<file path="src/common/fir_sample_pkg.sv">
`default_nettype none

package fir_sample_pkg;

	// Sample format is 1s17
	localparam int SAMPLE_WIDTH = 18;

	// A folded pair sum needs one more integer bit (2s17)
	localparam int PRESUM_WIDTH = 19;

	// 0.25 in 1s17
	// PAM-4 symbols arrive as +-1 and +-3 of these units
	localparam int LEVEL_UNIT = 32768;

	// Coefficient times pre-sum carries 34 fraction bits
	// Shifting by the coefficient's fraction bits leaves 1s17
	localparam int PRODUCT_SHIFT = 17;

	typedef logic signed [SAMPLE_WIDTH-1:0] sample_t;

	typedef logic signed [PRESUM_WIDTH-1:0] presum_t;

endpackage

`default_nettype wire
</file>
<file path="src/common/fir_coeff_pkg.sv">
`default_nettype none

package fir_coeff_pkg;

	localparam int TAP_COUNT = 21;

	// Mirrored pairs, and the index of the center tap
	localparam int HALF_TAPS = (TAP_COUNT - 1) / 2;

	// Pairs plus the lone center term
	localparam int FOLD_COUNT = HALF_TAPS + 1;

	// Levels of the pairwise adder tree over the folds
	localparam int TREE_DEPTH = $clog2(FOLD_COUNT);

	typedef logic signed [fir_sample_pkg::SAMPLE_WIDTH-1:0] coeff_t;

	// Raised-cosine-like pulse in 1s17, four samples per symbol
	// Entry 0 belongs to the outermost pair, the last entry to the center tap
	// Near-zero values sit at the symbol crossings
	localparam coeff_t COEFFS [FOLD_COUNT] = '{
		655,
		1049,
		393,
		-1966,
		-4588,
		-5243,
		-1311,
		10486,
		33423,
		55706,
		65536
	};

	// Number of live terms at a given tree level
	// An odd leftover is carried up, so each level rounds up
	function automatic int tree_width(int level);
		int width;
		width = FOLD_COUNT;
		for (int l = 0; l < level; l++)
		begin
			width = (width + 1) / 2;
		end
		return width;
	endfunction

endpackage

`default_nettype wire

</file>
<file path="src/logic/tx_pulse_filter.sv">
`default_nettype none
`timescale 1ns/1ps

module tx_pulse_filter (
	input logic clk,
	input logic reset,
	input logic sam_clk_en,
	input fir_sample_pkg::sample_t x_in,
	output fir_sample_pkg::sample_t y
);

	import fir_sample_pkg::*;
	import fir_coeff_pkg::*;

	// Folded pair sums, combinational from the taps
	presum_t presum [FOLD_COUNT];

	// Registered lookup products
	sample_t product [FOLD_COUNT];

	tap_delay_line u_tap_delay_line (
		.clk        (clk),
		.reset      (reset),
		.sam_clk_en (sam_clk_en),
		.x_in       (x_in),
		.presum     (presum)
	);

	// Adds one enable of latency
	tap_product_stage u_tap_product_stage (
		.clk        (clk),
		.reset      (reset),
		.sam_clk_en (sam_clk_en),
		.presum     (presum),
		.product    (product)
	);

	// y lands two enables after the sample enters tap 0
	adder_tree u_adder_tree (
		.clk        (clk),
		.reset      (reset),
		.sam_clk_en (sam_clk_en),
		.product    (product),
		.y          (y)
	);

endmodule

`default_nettype wire

</file>
<file path="src/filter/adder_tree.sv">
`default_nettype none
`timescale 1ns/1ps

module adder_tree (
	input logic clk,
	input logic reset,
	input logic sam_clk_en,
	input fir_sample_pkg::sample_t product [fir_coeff_pkg::FOLD_COUNT],
	output fir_sample_pkg::sample_t y
);

	import fir_sample_pkg::*;
	import fir_coeff_pkg::*;

	// Row 0 is the products, the last row holds the total in entry 0
	// Entries past a row's width stay zero
	sample_t level_sum [TREE_DEPTH+1][FOLD_COUNT];

	always_comb
	begin
		int width_below;

		for (int j = 0; j < FOLD_COUNT; j++)
		begin
			level_sum[0][j] = product[j];
		end

		for (int l = 1; l <= TREE_DEPTH; l++)
		begin
			width_below = tree_width(l - 1);
			for (int j = 0; j < FOLD_COUNT; j++)
			begin
				if (2 * j + 1 < width_below)
				begin
					// 18-bit add, overflow wraps
					level_sum[l][j] = level_sum[l-1][2*j] + level_sum[l-1][2*j+1];
				end
				else if (2 * j < width_below)
				begin
					// Odd one out moves up unchanged
					level_sum[l][j] = level_sum[l-1][2*j];
				end
				else
				begin
					level_sum[l][j] = '0;
				end
			end
		end
	end

	// Output only changes on an enable
	always_ff @(posedge clk or posedge reset)
	begin
		if (reset)
		begin
			y <= '0;
		end
		else if (sam_clk_en)
		begin
			y <= level_sum[TREE_DEPTH][0];
		end
	end

endmodule

`default_nettype wire

</file>
<file path="src/filter/tap_product_stage.sv">
`default_nettype none
`timescale 1ns/1ps

module tap_product_stage (
	input logic clk,
	input logic reset,
	input logic sam_clk_en,
	input fir_sample_pkg::presum_t presum [fir_coeff_pkg::FOLD_COUNT],
	output fir_sample_pkg::sample_t product [fir_coeff_pkg::FOLD_COUNT]
);

	import fir_sample_pkg::*;
	import fir_coeff_pkg::*;

	sample_t lut_out [FOLD_COUNT];

	// Coefficient times a whole multiple of LEVEL_UNIT, back in 1s17
	// Both arguments are constant per fold, so this folds to a table entry
	function automatic sample_t scale_coeff(coeff_t coeff, int multiple);
		logic signed [SAMPLE_WIDTH+PRESUM_WIDTH-1:0] full;
		full = coeff * (multiple * LEVEL_UNIT);
		return sample_t'(full >>> PRODUCT_SHIFT);
	endfunction

	// Pair sums of two PAM-4 levels land on 0, +-2, +-4 or +-6 units
	// A pair with one zero tap (start-up) gives +-1 or +-3 units
	// The lone center tap can only be +-1 or +-3 units
	function automatic sample_t lookup_product(coeff_t coeff, presum_t level_sum,
		logic center);
		sample_t result;
		result = '0;
		case (level_sum)
			presum_t'(0):
				result = '0;
			presum_t'(LEVEL_UNIT):
				result = scale_coeff(coeff, 1);
			presum_t'(-LEVEL_UNIT):
				result = scale_coeff(coeff, -1);
			presum_t'(3 * LEVEL_UNIT):
				result = scale_coeff(coeff, 3);
			presum_t'(-3 * LEVEL_UNIT):
				result = scale_coeff(coeff, -3);
			presum_t'(2 * LEVEL_UNIT):
				if (!center)
					result = scale_coeff(coeff, 2);
			presum_t'(-2 * LEVEL_UNIT):
				if (!center)
					result = scale_coeff(coeff, -2);
			presum_t'(4 * LEVEL_UNIT):
				if (!center)
					result = scale_coeff(coeff, 4);
			presum_t'(-4 * LEVEL_UNIT):
				if (!center)
					result = scale_coeff(coeff, -4);
			presum_t'(6 * LEVEL_UNIT):
				if (!center)
					result = scale_coeff(coeff, 6);
			presum_t'(-6 * LEVEL_UNIT):
				if (!center)
					result = scale_coeff(coeff, -6);
			// Off-level input contributes nothing
			default:
				result = '0;
		endcase
		return result;
	endfunction

	for (genvar i = 0; i < FOLD_COUNT; i++)
	begin : g_fold
		assign lut_out[i] = lookup_product(COEFFS[i], presum[i], i == HALF_TAPS);
	end

	// One set of products in flight between the delay line and the tree
	always_ff @(posedge clk or posedge reset)
	begin
		if (reset)
		begin
			for (int i = 0; i < FOLD_COUNT; i++)
			begin
				product[i] <= '0;
			end
		end
		else if (sam_clk_en)
		begin
			for (int i = 0; i < FOLD_COUNT; i++)
			begin
				product[i] <= lut_out[i];
			end
		end
	end

endmodule

`default_nettype wire

</file>
<file path="src/filter/tap_delay_line.sv">
`default_nettype none
`timescale 1ns/1ps

module tap_delay_line (
	input logic clk,
	input logic reset,
	input logic sam_clk_en,
	input fir_sample_pkg::sample_t x_in,
	output fir_sample_pkg::presum_t presum [fir_coeff_pkg::FOLD_COUNT]
);

	import fir_sample_pkg::*;
	import fir_coeff_pkg::*;

	// Tap 0 holds the newest sample
	sample_t taps [TAP_COUNT];

	// Newest sample in at the enable
	always_ff @(posedge clk or posedge reset)
	begin
		if (reset)
		begin
			taps[0] <= '0;
		end
		else if (sam_clk_en)
		begin
			taps[0] <= x_in;
		end
	end

	// Older samples move one tap along
	always_ff @(posedge clk or posedge reset)
	begin
		if (reset)
		begin
			for (int i = 1; i < TAP_COUNT; i++)
			begin
				taps[i] <= '0;
			end
		end
		else if (sam_clk_en)
		begin
			for (int i = 1; i < TAP_COUNT; i++)
			begin
				taps[i] <= taps[i-1];
			end
		end
	end

	// Mirrored taps share a coefficient, so add them before the lookup
	always_comb
	begin
		for (int i = 0; i < HALF_TAPS; i++)
		begin
			presum[i] = presum_t'(taps[i]) + presum_t'(taps[TAP_COUNT-1-i]);
		end

		// Center tap has no partner
		presum[HALF_TAPS] = presum_t'(taps[HALF_TAPS]);
	end

endmodule

`default_nettype wire

</file>
<file path="config.mk">
export PLATFORM = sky130hd
export DESIGN_NAME = tx_pulse_filter
export DESIGN_NICKNAME = d
export VERILOG_FILES = /design/src/common/fir_sample_pkg.sv /design/src/common/fir_coeff_pkg.sv /design/src/logic/tx_pulse_filter.sv /design/src/filter/adder_tree.sv /design/src/filter/tap_product_stage.sv /design/src/filter/tap_delay_line.sv
export SDC_FILE = /design/constraint.sdc
export NUM_CORES = 2
export LEC_CHECK = 0
export CORE_MARGIN = 3
export CORE_UTILIZATION = 55
export DETAILED_ROUTE_END_ITERATION = 12
export DONT_BUFFER_PORTS = 1
export PLACE_DENSITY = 0.68
export SYNTH_ARGS = -nofsm -noshare
export SYNTH_HDL_FRONTEND = slang
export SYNTH_SLANG_ARGS = --single-unit
</file>
<file path="constraint.sdc">
create_clock -name clk -period 17.59 [get_ports clk]
set_input_delay 0.8795 -clock clk [delete_from_list [all_inputs] [get_ports clk]]
set_output_delay 0.8795 -clock clk [all_outputs]
set_load 0.02 [all_outputs]
</file>
**Word level (Yosys, flattened, before mapping)**

Index checks and enable logic that the tools add are counted.

- $add $sub $neg: 20
- Equality and inequality tests: 104
- Mux-type cells: 11

Operators by type and width:

| operator | number |
|---|---|
| 18-bit one-hot mux with 10 select lines | 10 |
| 19-bit equality test (second input constant) | 52 |
| 19-bit by 17-bit equality test with 1-bit output (second input constant) | 21 |
| 19-bit by 18-bit equality test with 1-bit output (second input constant) | 20 |
| 19-bit by 16-bit equality test with 1-bit output (second input constant) | 11 |
| 18-bit by 18-bit adder with 19-bit output | 10 |
| 18-bit adder | 10 |
| 18-bit one-hot mux with 4 select lines | 1 |

- Logic and storage cells: 168
- Flip-flop bits (word level): 594

**Depth between registers and ports, before layout**

- Depth after elaboration: 4
- Gate-level depth with buffers: 22
- Mapped depth without buffers: 22

**Hierarchy**

A second synthesis with hierarchy kept.

- Cells, all modules: 3287
- Area, all modules: 34600.7 µm²

By module, submodules not included:

| module | seq. area each (µm²) | area an instance (µm²) | cells each | instances |
|---|---|---|---|---|
| tap_delay_line | 9459.1 | 22242.6 | 1963 | 1 |
| tap_product_stage | 2752.6 | 6964.2 | 777 | 1 |
| adder_tree | 450.4 | 5393.9 | 547 | 1 |

**Worst setup path after synthesis**

No wires, ideal clock.

- Path type: register to register
- From: register u_tap_product_stage.product[131] (netlist bit)
- To: register u_adder_tree.y[17]
- Slack: 12.347 ns
- Period minus slack after synthesis: 5.243 ns
- Stages on the path, launching flop included: 17
- Arrival: 5.118 ns
- Buffers on the path: 0
- Cells stage by stage: dfrtp_1 > fa_1 > fa_1 > fa_1 > fa_1 > fa_1 > ha_1 > a21o_1 > a21o_1 > a21o_1 > a31o_2 > a211oi_1 > nor3_1 > a2111o_1 > a21oi_1 > xnor2_1 > mux2_2

- Longest elaborated chain between the ends: 4

Ends and longest elaborated chain:

| what | RTL line | source |
|---|---|---|
| from (decl) | tap_product_stage.sv:9 | `output fir_sample_pkg::sample_t product [fir_coeff_pkg::FOLD_COUNT]` |
| from (signal, indexed assignment) | tap_product_stage.sv:87 | `product[i] <= lut_out[i];` |
| 18-bit adder (4 in series) | adder_tree.sv:36 | `level_sum[l][j] = level_sum[l-1][2*j] + level_sum[l-1][2*j+1];` |
| to (signal assigned) | adder_tree.sv:60 | `y <= level_sum[TREE_DEPTH][0];` |
| to (decl) | adder_tree.sv:9 | `output fir_sample_pkg::sample_t y` |

No other way between the ends.
A chain may end at the register's enable or synchronous reset.

**Worst setup path after layout**

- From: register u_tap_product_stage.product[160] (netlist bit)
- To: register u_adder_tree.y[17]

Same word-level chain as after synthesis.

==> metrics.md <==
| Metric | Value |
|---|---|
| Multiplexer share of the synthesized area | `12.8%` |
| Total grt overflow | `0` |
| Cell taking the most area after synthesis | `dfrtp_1` |
| Net switching power | `about 3.6 mW` |
| Synth Area in Adders | `15.6%` |
| CP Capture Type | `flop` |
| Max-cap viol count | `0` |
| Tightest Pin Transition | `between 1 and 1.5 ns` |
| Top FF cell, synth | `dfrtp_1` |
| Final WS setup | `11.94 ns` |
| Rel. slew slack | `3.61%` |
| Mapped Area | `34600 um^2` |
| Final hold vios | `0` |
| Vias | `25800` |
| Initial Util | `between 50% and 60%` |
| CTS root buf | `clkbuf_16` |
| Gate power share | `59.7%` |
| Hold_ws | `0.251 ns` |
| IO Pins | `39` |
| Setup bufs post-CTS | `0` |
| R2r setup slk | `11.94 ns` |
| Dpl hpwl | `64200 um` |
| Final Core Density | `59.9%` |
| Pre-antenna DRT Iters | `6` |
| Initial antenna violation count | `2` |
| Chip height | `257 um` |
| Post-Synth XOR/XNOR Area | `2.38%` |
| Worst-skew pair later-pin latency | `a little over 0.6 ns` |
| Nets | `3694` |
| Unrepaired setup endpoints after global routing | `false` |
| Seq. cell area | `12700 um^2` |
| Reg power frac | `24.7%` |
| Largest family of logic cells by synthesized area | `compound AO/OA/AOI/OAI gates` |
| Switching Share | `roughly 47%` |
| Avg Cell Area, Syn | `10.2 um^2` |
| Filler Cell Count | `5177` |
| CP Data Required Time | `18.09 ns` |
| Total Power | `7.67 mW` |
| Power Internal | `4.09 mW` |
| Placeable core area | `between 60000 and 70000 um^2` |
| Max H-tree Level | `2` |
| CTS max path bufs | `3` |
| Max Slew Vio Count | `0` |
| DR vias/cell | `6.13` |
| Crit path max fanout | `6` |
| Largest cells by area after synthesis | `dfrtp_1, mux2_2, fa_1` |
| CP arrival | `6.15 ns` |
| Setup TNS | `0 ns` |
| Vias in the first global route | `25900` |
| Number of core rows | `around 90` |
| Final ANT Viol Nets | `0` |
| Clock skew | `0.0196 ns` |
| Worst IR drop on VDD | `104 uV` |
| Global-route wire length before repair | `140000 um` |
| Max Fclk | `0.177 GHz` |
| Largest net degree at the start of global routing | `519` |
| Clock power frac | `15.6%` |
| Flops & latches, synth | `506` |
| Tmin final | `5.65 ns` |
| Port bufs | `0` |
| CP Class | `flop to flop` |
| # diodes | `0` |
| Top-count cell post-synth | `dfrtp_1` |
| Area of the die | `between 60000 and 70000 um^2` |
| Setup WS pre-CTS | `11.91 ns` |
| Asr flop ratio synth | `100%` |
| Static Leak | `16.8 nW` |
| Net Count, Synth | `3749` |
| Layout cells sized above 1 | `16.1%` |
| Status | `finished, final reports clean` |
| Worst Reg2Reg Path Length in Cells | `17` |
| Post-synth top cells | `dfrtp_1, mux2_2, inv_1` |
| Yosys warnings | `0` |
| Final setup violation count | `0` |
| DR iter-0 viols | `2193` |
| Hold buffers post-CTS | `0` |
| Fin crit share | `roughly a third` |
| DIE WIDTH | `~260 um` |
| Cell Pwr Density | `207 nW/um^2` |
| Routed len/inst | `between 20 and 25 um` |
| Post-synth EDFFs | `0` |
| Multi-input logic area | `20300 um^2` |
| Post-cts sizing count | `0` |
| Area growth syn-to-layout | `7.27%` |
| Gr usage total | `26.1%` |
| Clock transition at path regs | `0.06 ns` |
| Yosys cell types | `100` |
| DRC | `0` |
| # clock sinks | `506` |
| Syn Inst Count | `3379` |
| Yosys top cell area share | `36.6%` |
| Post-synthesis compound-gate area fraction | `between 10% and 20%` |
| Worst setup SP type | `flop` |
| Seq/Total Area, Yosys | `36.6%` |
| Hold Path Class | `primary input to asynchronous set/reset pin` |
| Final wirelength | `85600 um` |
| GP Congestion | `0.932` |
| Synth Area in Simple Gates | `between 10% and 20%` |
| Total CTS buffers | `57` |
| CTS tree | `done` |
-- cell usage in the layout, fill, tap and decap left out, types with 19 or more instances in the layout --
master | Yosys | routed
and3_1 | 21 | 21
xnor2_1 | 62 | 62
nor2b_1 | 52 | 52
nand2_1 | 181 | 181
a21o_1 | 59 | 59
o22ai_1 | 46 | 46
xor2_1 | 32 | 32
nand2b_1 | 45 | 45
mux2i_1 | 19 | 19
inv_1 | 308 | 306
fa_1 | 137 | 137
mux2_2 | 377 | 377
o21ai_0 | 158 | 158
o211ai_1 | 19 | 19
clkbuf_16 | 0 | 59
a31o_2 | 19 | 19
nor4_1 | 22 | 21
a211oi_1 | 48 | 48
dfrtp_1 | 506 | 506
o31ai_1 | 25 | 25
nand3_1 | 43 | 43
a21oi_1 | 164 | 164
o21a_1 | 40 | 40
nor3_1 | 49 | 49
a31oi_1 | 23 | 23
o2bb2ai_1 | 24 | 24
ha_1 | 212 | 212
nor2_1 | 208 | 208
-- metrics by stage --
step	std cells	instance area, um^2
after floorplan	3379	34600
after detailed placement	4102	35200
final	4207	37100
after global routing	4207	37100
after CTS	4207	37100
after global placement	4102	35200
-- worst max-delay path, cell delays in order (launching register included) --
cell      delay [ns]
dfrtp_1         0.56
fa_1            0.50
fa_1            0.51
fa_1            0.51
fa_1            0.51
inv_1           0.06
fa_1            0.47
inv_1           0.04
ha_1            0.31
a21o_1          0.20
a21o_1          0.20
a31o_2          0.28
a211oi_1        0.40
nor3_1          0.12
a2111o_1        0.36
a21oi_1         0.19
xnor2_1         0.08
mux2_2          0.26
-- cells by family after synthesis --
logic type	count (synthesis)
simple gates	767
xor+xnor	94
compound gates	834
buf+inv	433
fa+ha+maj	349
mux	396
flops	506
-- cell type report --
type / instances / share of cell area (%)
clock buffer: 81 / 4.47
clock inverter: 24 / 0.580
inverter: 310 / 3.16
multi-input combinational: 2440 / 54.6
sequential: 506 / 34.1
tap: 837 / 2.82
timing repair buffer: 9 / 0.249
-- registers in the layout, summed over array words and instances, names as in the netlist --
signal	flops
u_tap_delay_line.taps	360
u_tap_delay_line.presum	18
u_tap_product_stage.product	110
u_adder_tree.y	18
-- power groups by stage --
stage	clock [mW]	combinational, mW	sequential [mW]
final	1.20	4.58	1.89
after global routing	1.27	5.06	1.94
after CTS	1.23	4.49	1.89
after detailed placement	0	4.46	1.91
after global placement	0	4.29	1.90
after floorplan	0	3.57	1.72
-- layer usage --
layer	wire length, um	GRT usage (%)	part of all wire (%)	up-vias
met5	30	0	0.035	-
met4	2320	7.23	2.7	4
met3	3700	3.05	4.3	173
met2	40100	43.1	47	690
met1	39500	36.7	46	12800
li1	-	-	-	12100
-- worst paths after layout --
path,endpoint,start
max in group asynchronous,u_tap_delay_line.taps[9]$_DFFE_PP0P_,reset
setup reg to reg,u_adder_tree.y[17]$_DFFE_PP0P_,u_tap_product_stage.product[160]$_DFFE_PP0P_
setup / recovery,u_adder_tree.y[17]$_DFFE_PP0P_,u_tap_product_stage.product[160]$_DFFE_PP0P_
min in group clk,u_tap_delay_line.taps[368]$_DFFE_PP0P_,x_in[8]
hold / removal,u_tap_delay_line.taps[90]$_DFFE_PP0P_,reset
hold reg to reg,u_tap_product_stage.product[27]$_DFFE_PP0P_,u_tap_product_stage.product[27]$_DFFE_PP0P_
Note: power is estimated with default switching activity, not from simulation.
